**config.mk**
```make
export PLATFORM = sky130hd
export DESIGN_NAME = capture_timer
export DESIGN_NICKNAME = d
export VERILOG_FILES = /design/src/logic/sample_pkg.sv /design/src/logic/capture_timer.sv
export VERILOG_INCLUDE_DIRS = /design/src /design/src/logic
export SDC_FILE = /design/constraint.sdc
export NUM_CORES = 1
export LEC_CHECK = 0
export BUFFER_PORTS_ARGS = -buffer_cell sky130_fd_sc_hd__buf_4
export CELL_PAD_IN_SITES_DETAIL_PLACEMENT = 0
export CELL_PAD_IN_SITES_GLOBAL_PLACEMENT = 1
export CORE_UTILIZATION = 25
export CTS_CLUSTER_DIAMETER = 150
export CTS_CLUSTER_SIZE = 30
export DETAILED_ROUTE_END_ITERATION = 7
export PLACE_DENSITY = 0.57
export SLEW_MARGIN = 20
export SYNTH_ARGS = -nofsm -noshare
export SYNTH_HDL_FRONTEND = slang
export SYNTH_SLANG_ARGS = --single-unit
```
**constraint.sdc**
```tcl
create_clock -name ADA_DCO -period 1.85 [get_ports ADA_DCO]
set_input_delay 0.2775 -clock ADA_DCO [delete_from_list [all_inputs] [get_ports ADA_DCO]]
set_output_delay 0.2775 -clock ADA_DCO [all_outputs]
set_load 0.05 [all_outputs]
```
**src/logic/capture_macros.svh**
```systemverilog
`ifndef CAPTURE_MACROS_SVH
`define CAPTURE_MACROS_SVH

////////////////////////////////////////////////////////////
// adc and word geometry
`define CAP_SAMPLE_W     14        // raw adc sample bits
`define CAP_WORD_W       32        // a in upper half, b in lower

////////////////////////////////////////////////////////////
// record layout
`define CAP_PRE_LEN      4         // samples kept before trigger
`define CAP_POST_LEN     28        // trigger sample plus 27 after
`define CAP_REC_WORDS    32        // pre + post
`define CAP_NUM_RECORDS  10        // buffer depth in records

// trigger on negative pulse, at or below this level
`define CAP_TRIG_LEVEL   (-2170)

// timestamp counter, wraps once a second at 50 MHz
`define CAP_TIME_W       26
`define CAP_TIMER_WRAP   50000000

`endif

```
**src/logic/sample_pkg.sv**
```systemverilog
`include "capture_macros.svh"

package sample_pkg;

    // one signed adc sample
    typedef logic signed [`CAP_SAMPLE_W-1:0] sample_t;

    // both channels of one conversion, 28 bits
    typedef struct packed {
        sample_t a;                          // channel a, trigger source
        sample_t b;                          // channel b
    } sample_pair_t;

    // stored word, sign-extended halves
    typedef logic [`CAP_WORD_W-1:0] word_t;

    // record index, counts 0..10 so one spare code
    typedef logic [$clog2(`CAP_NUM_RECORDS+1)-1:0] rec_idx_t;

    // word within a record
    typedef logic [$clog2(`CAP_REC_WORDS)-1:0] word_idx_t;

    // free-running timestamp
    typedef logic [`CAP_TIME_W-1:0] stamp_t;

    // host read response, 59 bits
    typedef struct packed {
        logic   valid;                       // one cycle after OP_READ
        word_t  data;                        // requested word
        stamp_t stamp;                       // stamp of that record
    } host_rsp_t;

endpackage

```
**src/logic/capture_timer.sv**
```systemverilog
`include "capture_macros.svh"

module capture_timer #(
    parameter int unsigned wrap_count = `CAP_TIMER_WRAP  // cycles per period
) (
    input  logic                ADA_DCO,
    input  logic                hps_fpga_reset_n,
    output sample_pkg::stamp_t  stamp,                  // current time
    output logic                heartbeat               // led level
);

    sample_pkg::stamp_t count;
    logic               wrap;
    logic               level;

    // last count of the period
    assign wrap = count == sample_pkg::stamp_t'(wrap_count - 1);

    ////////////////////////////////////////////////////////////
    // timebase, doubles as heartbeat divider
    always_ff @(posedge ADA_DCO or negedge hps_fpga_reset_n)
    begin
        if (!hps_fpga_reset_n)
        begin
            count <= '0;
            level <= 1'b0;
        end
        else if (wrap)
        begin
            count <= '0;
            level <= ~level;                            // one toggle per period
        end
        else
            count <= count + 1'b1;
    end

    assign stamp     = count;
    assign heartbeat = level;

endmodule

```
==> flow_summary_export.csv, run 1 <==
group,metric,value,unit
run_status,status,"completed",
timing,worst_slack,0.06200,ns
floorplan,rows,26,
drt,via_count,1197,
logic_synthesis,synth-seq-cells,27,
hold_path,hold_class,"primary input to async pin",
floorplan,die_h,75.52,um
global_routing,grt_max_degree,28,
pwr,leakage,0.8607,nW
placement,hpwl,2.509,mm
logic_synthesis,yosysWarnings,0,
pwr,p_int,0.0007438,W
worst_setup_path,worstSetupPathType,"register to register",
timing,max_freq,0.5593,GHz
pwr,p_clk_share,36.9,%
worst_setup_path,cp_max_fo,7,
placement,placed_area,1784,sq um
timing,min_period_over_period,96.65,%
floorplan,coreArea,5172,sq um
pwr,p_seq_share,61.6,%
placement,dpl_worst_slack,0.08457,ns
final_layout,fin_area,1901,sq um
logic_synthesis,yosysUniqueCellTypes,33,
pwr,ir_worst_vdd,285.1,uV
timing,worst_pin_slew,0.3524,ns
final_layout,diodes,0,
final_layout,final-seq-area,696.9,sq um
drt,route.final.wire_length,3.547,mm
drt,drtPass1Iterations,4,
drt,drcViolationCount,0,
worst_setup_path,worstPathArrival,1.96,ns
final_layout,final_cells,246,
timing,report.final.slew_viol_count,0,
pwr,p_switching,0.0002128,W
worst_setup_path,crit_required,2.03,ns
cts,clk_pin_slew,0.10,ns
timing,hold_violations,0,
final_layout,drive_above_1_share,44.89,%
global_routing,grt_pass1_vias,1171,
global_routing,grt_pass1_wl,5.823,mm
global_routing,antenna_found_initial,0,
cts,cts_sinks,27,
cts,cts_buffers,3,
final_layout,multi_input_area,661.9,sq um
global_routing,gr-total-overflow,0,
flow_run,cap_violations,0,
logic_synthesis,syn_area_per_cell,10.64,sq um
worst_setup_path,cp-end-kind,"register",
final_layout,syn2layout_area_growth,40.65,%
drt,ant_nets,0,
cts,ctsLongestPathBuffers,2,
pwr,p_per_area,503.3,nW/um^2
timing,worst_clock_skew,0.005275,ns
placement,dp.cells,237,
logic_synthesis,async_flop_share,100.0,%
floorplan,start_util,26.12,%
floorplan,die_x,75.52,um
drt,via_per_inst,4.866,
cts,htree_levels,1,
cts,clock_latency,0.28,ns
pwr,p_sw_share,22.25,%
floorplan,dieArea,5703,sq um
pwr,power.share.combinational,1.5,%
worst_setup_path,reg2reg_depth,7,
final_layout,final_net_count,180,
final_layout,n_fill_cell,526,
logic_synthesis,synthFlopType,"dfrtp_1",
floorplan,ioPinCount,29,
cts,cts_root_buf,"clkbuf_8",
logic_synthesis,synthCells,127,
timing,setup_viol,0,
final_layout,finish.utilization,36.74,%
timing,relSlewSlack,76.51,%
drt,post_drt_wl_per_cell,14.42,um
drt,first_iter_violations,77,
placement,io_buffer_count,28,
logic_synthesis,ys_seq_area_share,50.00,%
cts,cts_tree,"yes",
timing,fin_crit,1.788,ns
logic_synthesis,synth_area,1351,sq um
placement,place.gp.congestion,0.7371,
global_routing,track_usage,13.70,%
logic_synthesis,synth_edf_count,0,
worst_setup_path,critPathLaunchType,"register",
logic_synthesis,mappedNetlistNets,130,
-- cell families after synthesis --
group | after synthesis | share of synthesized area, %
AO/OA/AOI/OAI | 16 | 7.315
XOR/XNOR | 17 | 11.02
adder cells (fa/ha/maj) | 1 | 0.9258
buffers and inverters | 6 | 3.148
flip-flops | 27 | 50.00
AND/OR/NAND/NOR | 60 | 27.59
-- layout make-up --
class | count | area share, %
well taps | 70 | 4.608
clock buffers | 3 | 2.172
inverters | 2 | 0.3950
flip-flops and latches | 27 | 36.67
clock inverters | 1 | 0.2633
multi-input cells | 94 | 34.83
repair buffers | 49 | 21.07
-- sequential cells by signal (all words and copies together), names as in the netlist --
name / cells
heartbeat: 1
stamp: 26
-- metrics by stage --
step | power, W | hold WS, ns | setup TNS, ns
after floorplan | 0.0006013 | -0.01809 | -0.9031
after global placement | 0.0006153 | 0.2205 | 0
after detailed placement | 0.0006154 | 0.2218 | 0
after CTS | 0.0009689 | 0.4596 | 0
after global routing | 0.0009935 | 0.4768 | -0.04632
final | 0.0009567 | 0.4324 | 0
-- cells in the final DEF, fill, tap and decap left out, drive strengths merged, types with 2 or more instances in the layout --
cell type / n
xnor2: 6
nand2: 11
o41ai: 2
a21oi: 8
nor2: 9
dfrtp: 27
and3: 3
or3: 2
o31ai: 3
o21ai: 2
and4: 6
or4: 3
nor4: 4
nand4: 6
buf: 47
nand3: 9
clkbuf: 4
xor2: 11
inv: 2
-- layer usage --
metal,wire (um),global-route usage (%),vias up
met5,0,0,-
met4,44,5.144,0
met3,194,3.175,5
met2,1643,21.33,33
met1,1664,18.56,593
li1,-,-,566
-- critical path, cell delays in order (launching register included) --
cell and delay (ns):
dfrtp_2 0.41, buf_4 0.16, nor3_2 0.15, nand4b_1 0.19, nor4_4 0.30, buf_4 0.18
buf_12 0.12, and2b_1 0.17
-- synth_stat cells, types with 2 or more instances --
master / number / area (sq um)
a21oi_1: 8 / 40.04
and3_1: 2 / 12.51
and4_1: 6 / 52.55
buf_6: 2 / 22.52
dfrtp_1: 27 / 675.7
inv_1: 2 / 7.510
nand2_1: 11 / 41.29
nand3_1: 9 / 45.04
nand4_1: 5 / 31.28
nor2_1: 9 / 33.78
nor4_1: 2 / 12.51
o21ai_0: 2 / 10.01
o31ai_1: 3 / 22.52
o41ai_1: 2 / 17.52
or3_1: 2 / 12.51
or4_1: 3 / 22.52
xnor2_1: 6 / 52.55
xor2_1: 11 / 96.34
-- power by group through the flow --
stage,sequential (W),clock [W],combinational (W)
floorplan,0.000601,0,0.000000000252
global placement,0.000601,0,0.0000141
detailed placement,0.000601,0,0.0000142
CTS,0.000589,0.000363,0.0000160
global route,0.000590,0.000386,0.0000175
finish,0.000589,0.000353,0.0000143
-- final timing paths --
| check | start | endpoint | slack [ns] |
|---|---|---|---|
| min reg2reg | heartbeat | heartbeat | 0.48 |
| max reg2reg | stamp[9] | stamp[1] | 0.06 |
| max in group asynchronous | hps_fpga_reset_n | stamp[3] | 1.12 |
| min in group ADA_DCO | heartbeat | heartbeat | 0.48 |
| min | hps_fpga_reset_n | stamp[25] | 0.43 |
| max | stamp[9] | stamp[1] | 0.06 |
-- timing repair --
| action | CTS | global route |
|---|---|---|
| setup buffers | 0 | 4 |
| endpoints found under the setup margin | 0 | 2 |
| hold buffers | 1 | 0 |
| hold endpoints to repair | 27 | 0 |
| gates resized for setup | 0 | 3 |
Note: power is estimated with default switching activity, not from simulation.
==> run 2, diff against run 1 <==
RECOVER_POWER = 50   (was not set)
==> flow_summary_export.csv, run 2 (synthesis gave the netlist of run 1 again) <==
group,metric,value,unit
run_status,status,"completed",
worst_setup_path,ff2ff_setup_slack,0.06,ns
cts,cts_sinks,27,
cts,cts_root_buf,"clkbuf_8",
worst_setup_path,cp_cell_sequence,"buf_4 > nor3_2 > nand4b_1 > nor4_4 > buf_4 > buf_12 > and2b_1",
worst_setup_path,crit_family,"simple AND/OR/NAND/NOR gates",
floorplan,die_h,75.52,um
drt,via_per_inst,4.846,
final_layout,final_common_cell,"buf_4",
final_layout,largest_register_ff_count,26,
worst_setup_path,r2r_start,"stamp[9]",
drt,post_drt_wl_per_cell,14.41,um
timing,setup_viol,0,
timing,relSlewSlack,54.56,%
worst_setup_path,cp_max_fo,7,
drt,via_count,1192,
final_layout,n_fill_cell,531,
floorplan,die_x,75.52,um
worst_setup_path,worstSetupPathType,"register to register",
timing,max_freq,0.5599,GHz
global_routing,antenna_found_initial,0,
timing,min_period_over_period,96.55,%
drt,route.final.wire_length,3.546,mm
timing,worst_clock_skew,0.004984,ns
drt,drcViolationCount,0,
placement,dp.cells,237,
hold_path,hold_class,"register to register",
global_routing,track_usage,13.70,%
worst_setup_path,crit_start,"stamp[9]",
final_layout,fin_area,1869,sq um
timing,worst_pin_slew,0.6816,ns
drt,ant_nets,0,
cts,cts_buffers,3,
floorplan,start_util,26.12,%
final_layout,final_cells,246,
floorplan,ioPinCount,29,
worst_setup_path,worstPathArrival,1.96,ns
timing,fin_crit,1.786,ns
final_layout,most-common-layout-cells,"buf_4, dfrtp_2, dfrtp_1",
final_layout,drive_above_1_share,39.77,%
placement,hpwl,2.509,mm
final_layout,diodes,0,
floorplan,dieArea,5703,sq um
worst_setup_path,crit_required,2.03,ns
global_routing,grt_pass1_wl,5.823,mm
floorplan,rows,26,
timing,finalSetupTns,0,ns
placement,io_buffer_count,28,
placement,place.gp.congestion,0.7371,
worst_setup_path,critPathLaunchType,"register",
worst_setup_path,cp_num_buf_inv,3,
cts,clk_pin_slew,0.10,ns
worst_setup_path,crit_top_cell,"buf_4",
global_routing,grt_max_degree,28,
worst_setup_path,crit_slowest_cell,"dfrtp_2",
cts,htree_levels,1,
timing,report.final.slew_viol_count,0,
global_routing,grt_pass1_vias,1171,
worst_setup_path,endpoint,"stamp[1]",
drt,drtPass1Iterations,4,
worst_setup_path,path_depth,7,
pwr,p_per_area,511.2,nW/um^2
worst_setup_path,regToRegEndpoint,"stamp[1]",
global_routing,gr-total-overflow,0,
floorplan,coreArea,5172,sq um
drt,first_iter_violations,77,
cts,ctsLongestPathBuffers,2,
worst_setup_path,critPathMaxStageDelay,0.41,ns
worst_setup_path,cp-end-kind,"register",
timing,hold_violations,0,
final_layout,final_net_count,180,
cts,cts_tree,"yes",
worst_setup_path,reg2reg_depth,7,
final_layout,syn2layout_area_growth,38.33,%
pwr,ir_worst_vdd,285.1,uV
pwr,leakage,0.8335,nW
placement,placed_area,1784,sq um
flow_run,cap_violations,0,
cts,clock_latency,0.28,ns
run 2: changes by cell type in the layout (fill, tap and decap cells not counted), sizes merged:
| cell | change |
|---|---|
| buf | -8 |
| clkbuf | +8 |
run 2: through the flow:
step / utilization [%] / setup slack (ns) / total power [W] / hold slack, ns
floorplan: - / -0.08981 / 0.0006013 / -0.01809
global placement: 34.49 / 0.1563 / 0.0006153 / 0.2205
detailed placement: 34.49 / 0.08457 / 0.0006154 / 0.2218
CTS: 35.58 / 0.06309 / 0.0009689 / 0.4596
global route: 36.14 / -0.04296 / 0.0009928 / 0.5184
finish: 36.14 / 0.06391 / 0.0009555 / 0.4753
run 2: cell type report:
cell class	instances	area (sq um)	share of cell area, %
Clock inverter	1	5.005	0.2677
Sequential cell	27	694.4	37.15
Inverter	2	7.507	0.4016
Tap cell	70	87.58	4.685
Timing Repair Buffer	49	371.6	19.88
Clock buffer	3	41.29	2.209
Multi-Input combinational cell	94	661.9	35.41
run 2: worst register-to-register path, stage by stage, from the launching register on:
cell	delay, ns
dfrtp_2	0.41
buf_4	0.16
nor3_2	0.15
nand4b_1	0.19
nor4_4	0.30
buf_4	0.18
buf_12	0.12
and2b_1	0.17
run 2: worst min path at each step:
stage	from	slack, ns	cells past startpoint	endpoint
floorplan	hps_fpga_reset_n	-0.02	0	heartbeat
global placement	hps_fpga_reset_n	0.22	1	stamp[11]
detailed placement	hps_fpga_reset_n	0.22	1	stamp[24]
CTS	hps_fpga_reset_n	0.46	2	stamp[9]
global route	heartbeat	0.52	1	heartbeat
finish	heartbeat	0.48	1	heartbeat
run 2: timing repair:
item,in CTS,in global routing
hold buffers,1,0
setup endpoints to repair,0,2
hold endpoints to repair,27,0
resized for setup,0,3
setup buffers,0,4
run 2: power by group:
part | internal, W | leakage, nW | switching (W)
Clock | 0.000152 | 0.0255 | 0.000201
Sequential | 0.000589 | 0.342 | 0
Combinational | 0.00000208 | 0.466 | 0.0000115
run 2: metal layers:
layer	track usage [%]	share of wire (%)	up-vias	wire length [um]
li1	-	-	565	-
met1	18.56	47	589	1664
met2	21.33	46	33	1644
met3	3.175	5.4	5	192
met4	5.144	1.2	0	44
met5	0	0	-	0
