[src/logic/capture_macros.svh]
`ifndef CAPTURE_MACROS_SVH
`define CAPTURE_MACROS_SVH

////////////////////////////////////////////////////////////
// adc and word geometry
`define CAP_SAMPLE_W     14        // raw adc sample bits
`define CAP_WORD_W       32        // a in upper half, b in lower

////////////////////////////////////////////////////////////
// record layout
`define CAP_PRE_LEN      4         // samples kept before trigger
`define CAP_POST_LEN     28        // trigger sample plus 27 after
`define CAP_REC_WORDS    32        // pre + post
`define CAP_NUM_RECORDS  10        // buffer depth in records

// trigger on negative pulse, at or below this level
`define CAP_TRIG_LEVEL   (-2170)

// timestamp counter, wraps once a second at 50 MHz
`define CAP_TIME_W       26
`define CAP_TIMER_WRAP   50000000

`endif

[src/logic/sample_pkg.sv]
`include "capture_macros.svh"

package sample_pkg;

    // one signed adc sample
    typedef logic signed [`CAP_SAMPLE_W-1:0] sample_t;

    // both channels of one conversion, 28 bits
    typedef struct packed {
        sample_t a;                          // channel a, trigger source
        sample_t b;                          // channel b
    } sample_pair_t;

    // stored word, sign-extended halves
    typedef logic [`CAP_WORD_W-1:0] word_t;

    // record index, counts 0..10 so one spare code
    typedef logic [$clog2(`CAP_NUM_RECORDS+1)-1:0] rec_idx_t;

    // word within a record
    typedef logic [$clog2(`CAP_REC_WORDS)-1:0] word_idx_t;

    // free-running timestamp
    typedef logic [`CAP_TIME_W-1:0] stamp_t;

    // host read response, 59 bits
    typedef struct packed {
        logic   valid;                       // one cycle after OP_READ
        word_t  data;                        // requested word
        stamp_t stamp;                       // stamp of that record
    } host_rsp_t;

endpackage

[src/logic/pretrigger_window.sv]
`include "capture_macros.svh"

module pretrigger_window (
    input  logic                                         ADA_DCO,
    input  logic                                         hps_fpga_reset_n,
    input  logic                                         shift_en,
    input  sample_pkg::sample_pair_t                     sample,
    output sample_pkg::sample_pair_t [`CAP_PRE_LEN-1:0]  pre  // [0] oldest
);

    sample_pkg::sample_pair_t [`CAP_PRE_LEN-1:0] win;

    ////////////////////////////////////////////////////////////
    // oldest-first shift, held while a record is in flight
    always_ff @(posedge ADA_DCO or negedge hps_fpga_reset_n)
    begin
        if (!hps_fpga_reset_n)
        begin
            win <= '0;                                  // zeros show in early records
        end
        else if (shift_en)
        begin
            for (int i = 0; i < `CAP_PRE_LEN - 1; i++)
            begin
                win[i] <= win[i+1];                     // age by one
            end
            win[`CAP_PRE_LEN-1] <= sample;              // newest at top
        end
    end

    // the trigger sample never shifts in, so at commit the
    // window is exactly the four pairs before it

    assign pre = win;

endmodule

[config.mk]
export PLATFORM = sky130hd
export DESIGN_NAME = pretrigger_window
export DESIGN_NICKNAME = d
export VERILOG_FILES = /design/src/logic/sample_pkg.sv /design/src/logic/pretrigger_window.sv
export VERILOG_INCLUDE_DIRS = /design/src /design/src/logic
export SDC_FILE = /design/constraint.sdc
export NUM_CORES = 1
export LEC_CHECK = 0
export ABC_CLOCK_PERIOD_IN_PS = 1410
export BUFFER_PORTS_ARGS = -buffer_cell sky130_fd_sc_hd__buf_4
export CAP_MARGIN = 5
export CORE_MARGIN = 2
export CORE_UTILIZATION = 53
export DETAILED_ROUTE_END_ITERATION = 7
export PLACE_DENSITY = 0.81
export SLEW_MARGIN = 20
export SYNTH_ARGS = -nofsm -noshare
export SYNTH_HDL_FRONTEND = slang
export SYNTH_SLANG_ARGS = --single-unit
[constraint.sdc]
create_clock -name ADA_DCO -period 1.41 [get_ports ADA_DCO]
set_clock_uncertainty 0.2 [all_clocks]
set_input_delay 0.0705 -clock ADA_DCO [delete_from_list [all_inputs] [get_ports ADA_DCO]]
set_output_delay 0.0705 -clock ADA_DCO [all_outputs]
set_load 0.01 [all_outputs]
==> reports/summary.txt, run 1 <==
Status: finished, violations left
Failing checks: hold timing
Final nets: 443
Area delta synth->final: 40.1%
Seq/Total Area, Yosys: 67.1%
CP cell instances: buf_4
Cts bufs inserted: 9
Pins over their slew limit: 0
Post-DR wirelength/cell: 15.3 µm
Max IR drop VDD: 0.827 mV
Worst skew pair latency: 0.35 ns
GRT Residual Overflow: 0
RSZ-0062 raised after global routing: no
Maxcap violations: 0
Share of cells above drive strength 1: 65.9%
Die Ht: 92.8 µm
# IOs: 143
Total Wirelength: 7.93 mm
PwrDens: 1370 nW/µm²
Buffers plus inverters on the worst setup path: 1
Initial detailed-routing violation count: 42
Core area: 7690 µm²
Worst path depth: 1
Vias: 2,552
Clock-pin slew on the worst setup and hold paths: 0.10 ns
Worst hold-check path type: input pin to asynchronous set/reset pin
Number of flip-flops in the largest register: 112
Slew headroom: 74.5%
Filler cell count: 477
CTS H-tree lvls: 3
Detail Route Antenna Nets: 0
Leak: 2.71 nW
Syn nets: 267
Yosys warns: 0
CP top delay family: flip-flops
Hpwl dp: 5.32 mm
Die Area: 8610 µm²
Resized Gates After CTS: 0
Fmax: 836 MHz
Input/output buffers: 142
CP max FO: 3
Yosys cell types: 5
CTS Sinks: 112
Mean Syn Cell Area: 17.7 µm²
Least-Margin Pin Slew: 0.382 ns
Hold slack: -0.0239 ns
# rows: 32
Post-CTS setup buffer count: 0
Die width: 92.8 µm
Leading area contributor after synthesis: dfrtp_1
Clock buffer depth: 2
WS Path Type: flip-flop to output port
RD Place Congestion: 0.700
Final Hold Fails: 24
Crit-path slowest cell: dfrtp_1
Tcrit/Tclk final: 84.8%
Routed vias/inst: 4.93
Min cycle time layout: 1.20 ns
Cells after synthesis: 236
Worst-case reg-to-reg path depth: 1
Vias in the first global route: 2,589
Post-synth top area share: 67.1%
Synth area leaders: dfrtp_1 (67%), mux2_2 (30%), buf_6 (2.2%)
Arr. time, crit path: 0.93 ns
Ant diodes: 0
Worst path max stage delay: 0.42 ns
TritonRoute pass-1 iters: 4
Largest net degree at the start of global routing: 53
Initial antenna violation count: 0
Final setup TNS: 0 ns
Placed cell areas: 5370 µm²
Tot GR Track Use: 19.1%
Finished Cell Area: 5850 µm²
Cts hold-fix bufs: 29
Startpoint Class: flip-flop
Worst Setup End Kind: output port
Worst endpoint required time: 1.14 ns
Number of synthesized register bits: 112
CTS tree: done
Setup-failing EPs final: 0
First-pass GRT wire length: 12.9 mm
Starting density of the core: 54.3%
Post-synth design cell area: 4180 µm²
DRC violations left: 0
Clk root buf: clkbuf_8
[placed cells by master, fill, tap and decap left out]
master / synthesis / final
buf_4: 1 / 143
mux2_2: 112 / 112
dfrtp_1: 112 / 112
dlygate4sd3_1: 0 / 29
clkbuf_8: 0 / 10
buf_12: 0 / 5
clkinvlp_4: 0 / 2
bufinv_16: 0 / 1
inv_6: 0 / 1
clkbuf_1: 0 / 1
[final cells by class]
cell class | count | area (µm²) | area share [%]
sequential | 112 | 2800 | 47.9
timing repair buffer | 177 | 1460 | 25.0
multi-input combinational | 112 | 1260 | 21.6
clock buffer | 11 | 141 | 2.42
tap | 102 | 128 | 2.18
clock inverter | 4 | 53.8 | 0.920
[worst paths after layout]
| kind | endpoint | slack, ns | from |
|---|---|---|---|
| worst max-delay path | pre[58] | 0.21 | pre[58] |
| worst min-delay path | pre[32] | -0.02 | hps_fpga_reset_n |
| worst max register to register | pre[58] | 0.40 | pre[58] |
| worst min register to register | pre[8] | 0.32 | pre[8] |
| max in group asynchronous | pre[101] | 0.51 | hps_fpga_reset_n |
| min in group ADA_DCO | pre[69] | 0.06 | shift_en |
[per-layer routing]
| metal | up-vias | global-route usage [%] | share of wire [%] |
|---|---|---|---|
| met2 | 94 | 29.2 | 47 |
| li1 | 1184 | - | - |
| met5 | - | 0 | 0 |
| met3 | 12 | 4.64 | 6.7 |
| met4 | 0 | 6.37 | 1.7 |
| met1 | 1262 | 27.3 | 45 |
[logic make-up (layout without fill, tap and decap cells)]
family | count (synthesis) | count (layout) | share of synthesized area (%)
buf+inv | 12 | 192 | 2.70
flops | 112 | 112 | 67.1
mux | 112 | 112 | 30.2
[power by group]
group,internal [mW],switching [mW]
Clock,0.869,0.987
Combinational,1.24,0.793
Sequential,3.77,0.383
Total,5.88,2.16
[synth_stat cells]
cell,number
buf_2,3
buf_4,1
buf_6,8
dfrtp_1,112
mux2_2,112
[stage by stage]
stage,util (%),hold slack (ns),worst slack (ns),cells,total power [mW]
2_1_floorplan,-,-0.425,0.377,236,5.02
3_3_place_gp,69.8,-0.183,0.255,474,6.13
3_5_place_dp,69.8,-0.182,0.231,474,6.20
4_1_cts,76.1,-0.0220,0.199,518,8.12
5_1_grt,76.1,-0.00677,0.165,518,8.48
6_report,76.1,-0.0239,0.214,518,8.04
Power figures use the tool's default switching activity.
==> run 2: changes to the inputs <==
Settings changed: ABC_AREA from default to 1, ABC_CLOCK_PERIOD_IN_PS 1410 to 1000, CORE_UTILIZATION 53 to 45, PLACE_DENSITY 0.81 to 0.72.
Clock period 1.41 ns to 1 ns, I/O delays scaled along.
==> run 2 against run 1 <==
Net effect:
- combinational power grew 73%
- largest cell class is now buffers
- the run ends with hold timing, setup timing left
- routed wire length up 65%
- count of clock-buffer cells in the layout shrank 2
- first-iteration DRC count grew to 4.7 times the previous value
- final area increased by 28%
- non-clock buffer count is 119 higher
- highest routed layer unchanged
- utilization is 4.2 points higher
- total power is 45% higher
==> reports/summary.txt, run 2 <==
Total Power: 11.7 mW (+45%)
Vias in the first global route: 4,031 (+56%)
RD Place Congestion: 0.774 (+11%)
# IOs: 143 (unchanged)
TritonRoute pass-1 iters: 5 (+1)
Mean Syn Cell Area: 9.11 µm² (-49%)
Pins over their slew limit: 0 (unchanged)
# rows: 35 (+9.4%)
Arr. time, crit path: 0.94 ns (about the same)
Post-DR wirelength/cell: 14.7 µm (-4.2%)
Syn nets: 505 (+89%)
Initial detailed-routing violation count: 198 (+370%)
Cells after synthesis: 474 (+100%)
Hpwl dp: 6.92 mm (+30%)
Min cycle time layout: 1.19 ns
Final std cells w/o fill: 890 (+72%)
Least-Margin Pin Slew: 0.401 ns (+0.0187 ns)
Worst Setup End Kind: output port
CP max FO: 2 (-1)
Leading area contributor after synthesis: dfrtp_1
Worst endpoint required time: 0.75 ns (-0.39 ns)
Detail Route Antenna Nets: 0 (unchanged)
CP top delay family: flip-flops
WS Path Type: flip-flop to output port
CTS Sinks: 112 (unchanged)
Clock buffer depth: 2 (unchanged)
Leak: 4.14 nW (+53%)
Synth area leaders: dfrtp_1 (65%), nand2_1 (28%), buf_6 (2.3%)
Failing checks: hold timing, setup timing
Placed cell areas: 5530 µm² (+3.1%)
Buffers plus inverters on the worst setup path: 1 (unchanged)
Fmax: 842 MHz
Startpoint Class: flip-flop
First-pass GRT wire length: 19.9 mm (+54%)
Total Wirelength: 13.0 mm (+65%)
Area delta synth->final: 72.8%
Placed instance count: 731 (+54%)
Filler cell count: 539 (+13%)
Worst hold-check path type: input pin to asynchronous set/reset pin
Post-synth ARST share: 100% (unchanged)
Worst skew pair latency: 0.37 ns (+0.02 ns)
Share of cells above drive strength 1: 41.8% (-24 points)
GRT Residual Overflow: 0 (unchanged)
Slew headroom: 73.3% (-1.2 points)
Routed vias/inst: 4.66 (-5.5%)
Post-synth design cell area: 4320 µm² (+3.4%)
Most common library cells after synthesis: nand2_1 (326), dfrtp_1 (112), nand2_2 (10), buf_6 (9), buf_4 (8)
Starting density of the core: 46.5% (-7.8 points)
Vias: 4,143 (+62%)
Hold slack: -0.0348 ns (-0.0108 ns)
Critical path origin: pre[56]
CTS H-tree lvls: 3 (unchanged)
CP cell instances: buf_6
Max IR drop VDD: 1.00 mV (+21%)
Seq/Total Area, Yosys: 64.9% (-2.2 points)
Number of synthesized flops with an enable pin: 0 (unchanged)
Yosys cell types: 8 (+3)
Core area: 9280 µm² (+21%)
PwrDens: 1560 nW/µm² (+14%)
Maxcap violations: 0 (unchanged)
Clock-pin slew on the worst setup and hold paths: 0.12 ns (+0.02 ns)
Die Area: 10,400 µm² (+21%)
Final setup TNS: -22.80 ns (-22.80 ns)
Ant diodes: 0 (unchanged)
Clk root buf: clkbuf_8
Status: finished, violations left
Yosys warns: 0 (unchanged)
Largest net degree at the start of global routing: 57 (+7.5%)
Finished Cell Area: 7460 µm² (+28%)
Setup-failing EPs final: 155 (+155)
Tot GR Track Use: 24.5% (+5.4 points)
Die width: 102 µm (+9.9%)
Most common cell after layout, fill and taps aside: nand2_1
Number of flip-flops in the largest register: 112 (unchanged)
DRC violations left: 0 (unchanged)
Final nets: 787 (+78%)
FF-to-FF Start: pre[44]
RSZ-0062 raised after global routing: yes
Number of synthesized register bits: 112 (unchanged)
Die Ht: 102 µm (+9.9%)
CTS tree: done
Cts bufs inserted: 9 (unchanged)
Tcrit/Tclk final: 119%
Input/output buffers: 142 (unchanged)
Crit-path slowest cell: dfrtp_1
Most common flop cell mapped by yosys: dfrtp_1
Initial antenna violation count: 0 (unchanged)
Worst path max stage delay: 0.44 ns (+0.02 ns)
Final Hold Fails: 74 (+210%)
Top-count cell post-synth: nand2_1
Setup ws final: -0.188 ns (-0.402 ns)
Most frequent cells in the layout: nand2_1 (301), buf_6 (140), buf_4 (116)
Post-synth top area share: 64.9% (-2.2 points)
## run 2: per-layer routing
metal | wire length, µm | GRT usage, %
met1 | 5490 | 33.5
met2 | 6760 | 41.4
met3 | 598 | 3.28
met4 | 202 | 6.67
met5 | 0 | 0
## run 2: per-stage QoR
stage          worst slack (ns)  hold slack [ns]  util [%]
2_1_floorplan             0.154           -0.446         -
3_3_place_gp             0.0748           -0.198      59.6
3_5_place_dp             0.0485           -0.196      59.6
4_1_cts                  -0.194           -0.185      77.0
5_1_grt                  -0.214          -0.0301      80.4
6_report                 -0.188          -0.0348      80.4
## run 2: final cells by class
| type | instances | area [µm²] | share of cell area, % |
|---|---|---|---|
| Clock buffer | 9 | 124 | 1.66 |
| Clock inverter | 7 | 68.8 | 0.923 |
| Inverter | 1 | 6.26 | 0.0839 |
| Multi-Input combinational cell | 336 | 1350 | 18.1 |
| Sequential cell | 112 | 2800 | 37.6 |
| Tap cell | 129 | 161 | 2.16 |
| Timing Repair Buffer | 296 | 2950 | 39.5 |
## run 2: cells by family (layout without fill, tap and decap cells)
kind of cell | count (synthesis) | after routing | synth area share (%)
and+or+nand+nor | 336 | 336 | 29.8
buffers and inverters | 26 | 313 | 5.28
DFF | 112 | 112 | 64.9
## run 2: final timing paths
path	end	slack (ns)	cells past startpoint
worst max-delay path	pre[56]	-0.19	1
min in group ADA_DCO	pre[98]	-0.03	4
worst min register to register	pre[20]	0.31	2
worst min-delay path	pre[75]	-0.03	2
max in group asynchronous	pre[22]	0.17	3
worst max register to register	pre[44]	-0.10	4
## run 2: repair_timing
action                                 4_1_cts  5_1_grt
gates resized for setup                    112       53
endpoints found under the hold margin      224       42
hold buffers                                29        1
pin swaps                                    0       12
buffers inserted                            95       30
setup endpoints to repair                  112      158
## run 2: where the power goes
group	leakage (nW)	internal, mW	total, mW	switching, mW
Clock	0.100	0.989	2.65	1.67
Sequential	1.41	5.05	5.49	0.439
Combinational	2.62	2.10	3.52	1.42
==> run 3: changes to the inputs <==
Settings changed: ABC_AREA 1 to default, PLACE_DENSITY 0.72 to 0.73, TNS_END_PERCENT from default to 20.
==> run 3 against run 2 <==
Net effect:
- the flow still finishes with violations (hold timing, setup timing)
- sequential share of layout area increased by 3.9 points
- cell count decreased by 36%
- worst hold slack got worse by 0.098 ns
- first-iteration DRC count decreased by 80%
- final area decreased by 9.4%
- register-to-register slack got worse by 0.14 ns
- largest cell class is now sequential cells
- highest routed layer unchanged
==> reports/summary.txt, run 3 (same netlist as run 1, synthesis figures left out) <==
Routed vias/inst: 4.89 (+5.1%)
Clock buffer depth: 2 (unchanged)
Die Ht: 100 µm (-1.6%)
Tot GR Track Use: 18.6% (-5.9 points)
Final Hold Fails: 3 (-96%)
Final nets: 484 (-39%)
Hold slack: -0.133 ns (-0.0979 ns)
Leak: 3.17 nW (-23%)
Initial antenna violation count: 0 (unchanged)
Cts bufs inserted: 9 (unchanged)
Setup ws final: -0.240 ns (-0.0518 ns)
Placement Setup Slack: -0.158 ns (-0.206 ns)
Vias: 2,783 (-33%)
Grt met1 use: 23.3% (-10 points)
Share of cells above drive strength 1: 69.0% (+27 points)
Fmax: 806 MHz (-4.2%)
Initial detailed-routing violation count: 39 (-80%)
Total Wirelength: 9.60 mm (-26%)
GRT busiest layer: met2
RD Place Congestion: 0.720 (-7.0%)
Tcrit/Tclk final: 124% (+5.2 points)
Vias in the first global route: 2,826 (-30%)
Hpwl dp: 5.74 mm (-17%)
Slew headroom: 83.9% (+11 points)
Cts hold-fix bufs: 29 (unchanged)
Core Util, Final: 74.2% (-6.1 points)
Die width: 100 µm (-1.6%)
Max IR drop VDD: 1.07 mV (+6.8%)
First-pass GRT wire length: 14.5 mm (-27%)
Starting density of the core: 45.9% (-0.64 points)
Post-DR wirelength/cell: 16.9 µm (+15%)
RSZ-0062 raised after global routing: yes
Worst Setup End Kind: flip-flop
Critical path origin: pre[28]
Clock-pin slew on the worst setup and hold paths: 0.10 ns (-0.02 ns)
Status: finished, violations left
Clk root buf: clkbuf_8
Input/output buffers: 142 (unchanged)
Pins over their slew limit: 0 (unchanged)
CTS Sinks: 112 (unchanged)
R2R Setup Slk: -0.24 ns (-0.14 ns)
# IOs: 143 (unchanged)
Worst hold-check path type: input pin to flip-flop
Failing checks: hold timing, setup timing
Final std cells w/o fill: 569 (-36%)
Core area: 9110 µm² (-1.9%)
Area delta synth->final: 61.8%
CTS H-tree lvls: 3 (unchanged)
Startpoint Class: flip-flop
Worst skew pair latency: 0.37 ns (about the same)
Most common cell after layout, fill and taps aside: buf_6
Most frequent cells in the layout: buf_6 (131), dfrtp_1 (112), mux2_2 (92)
Number of flip-flops in the largest register: 112 (unchanged)
# rows: 35 (unchanged)
Ant diodes: 0 (unchanged)
Largest net degree at the start of global routing: 46 (-19%)
Least-Margin Pin Slew: 0.242 ns (-0.159 ns)
Met2 Usage GRT: 32.0% (-9.4 points)
Placed instance count: 487 (-33%)
Detail Route Antenna Nets: 0 (unchanged)
FF-to-FF Start: pre[28]
RR Endpoint: pre[0]
Worst endpoint required time: 1.05 ns (+0.30 ns)
PwrDens: 1890 nW/µm² (+21%)
Worst-case reg-to-reg path depth: 3 (-1)
Min cycle time layout: 1.24 ns (+0.0518 ns)
Setup-failing EPs final: 180 (+16%)
Filler cell count: 548 (+1.7%)
TritonRoute pass-1 iters: 4 (-1)
Crit path to: pre[0]
Total Power: 12.7 mW (+9.3%)
CP max FO: 2 (unchanged)
Maxcap violations: 0 (unchanged)
GR met3 Demand/Resource: 4.53% (+1.2 points)
Arr. time, crit path: 1.29 ns (+0.35 ns)
WS Path Type: flip-flop to flip-flop
GRT Residual Overflow: 0 (unchanged)
CTS tree: done
DRC violations left: 0 (unchanged)
Die Area: 10,100 µm² (-3.1%)
-- run 3: cell types whose count changed in the layout (fill, tap and decap cells not counted), moves of 2 or more --
cell | before | now
buf_12 | 10 | 6
buf_4 | 116 | 52
buf_6 | 140 | 131
inv_6 | 2 | 0
mux2_2 | 0 | 92
mux2_4 | 0 | 20
nand2_1 | 301 | 0
nand2_2 | 35 | 0
-- run 3: power breakdown --
part	leakage [nW]	switching, mW	internal [mW]
Combinational	1.75	1.31	2.67
Sequential	1.32	0.706	5.31
Clock	0.101	1.55	1.21
Total	3.17	3.57	9.18
-- run 3: area by class of cell --
type	instances	area [µm²]	share of cell area (%)
multi-input combinational	112	1340	19.8
sequential	112	2800	41.5
tap	111	139	2.05
clock inverter	6	77.6	1.15
timing repair buffer	218	2280	33.7
clock buffer	10	128	1.89
-- run 3: routing by layer --
layer	wire, µm	vias to the layer above
met5	0	-
met3	488	13
met4	148	0
li1	-	1265
met1	4020	1417
met2	4940	88
-- run 3: worst min path at each step --
stage | endpoint | depth (start not counted) | slack (ns) | startpoint
4_1_cts | pre[44] | 2 | -0.15 | shift_en
2_1_floorplan | pre[0] | 0 | -0.45 | hps_fpga_reset_n
3_5_place_dp | pre[11] | 2 | -0.16 | hps_fpga_reset_n
6_report | pre[44] | 2 | -0.13 | shift_en
5_1_grt | pre[44] | 2 | -0.16 | shift_en
3_3_place_gp | pre[11] | 2 | -0.16 | hps_fpga_reset_n
-- run 3: per-stage QoR --
step,setup TNS [ns],cell area [µm²]
after floorplan,0,4180
after global placement,-11.93,5420
after detailed placement,-13.62,5420
after CTS,-23.27,6580
after global routing,-30.34,6760
final,-23.08,6760
-- run 3: critical path, cell delays in order (launching register included) --
cell	delay [ns]
dfrtp_1	0.41
buf_4	0.14
buf_4	0.12
mux2_2	0.26
-- run 3: repair_timing --
| action | in CTS | in global routing |
|---|---|---|
| gates cloned | 0 | 0 |
| endpoints found under the hold margin | 142 | 3 |
| gates resized for setup | 130 | 21 |
| buffers inserted | 23 | 14 |
| endpoints found under the setup margin | 117 | 210 |
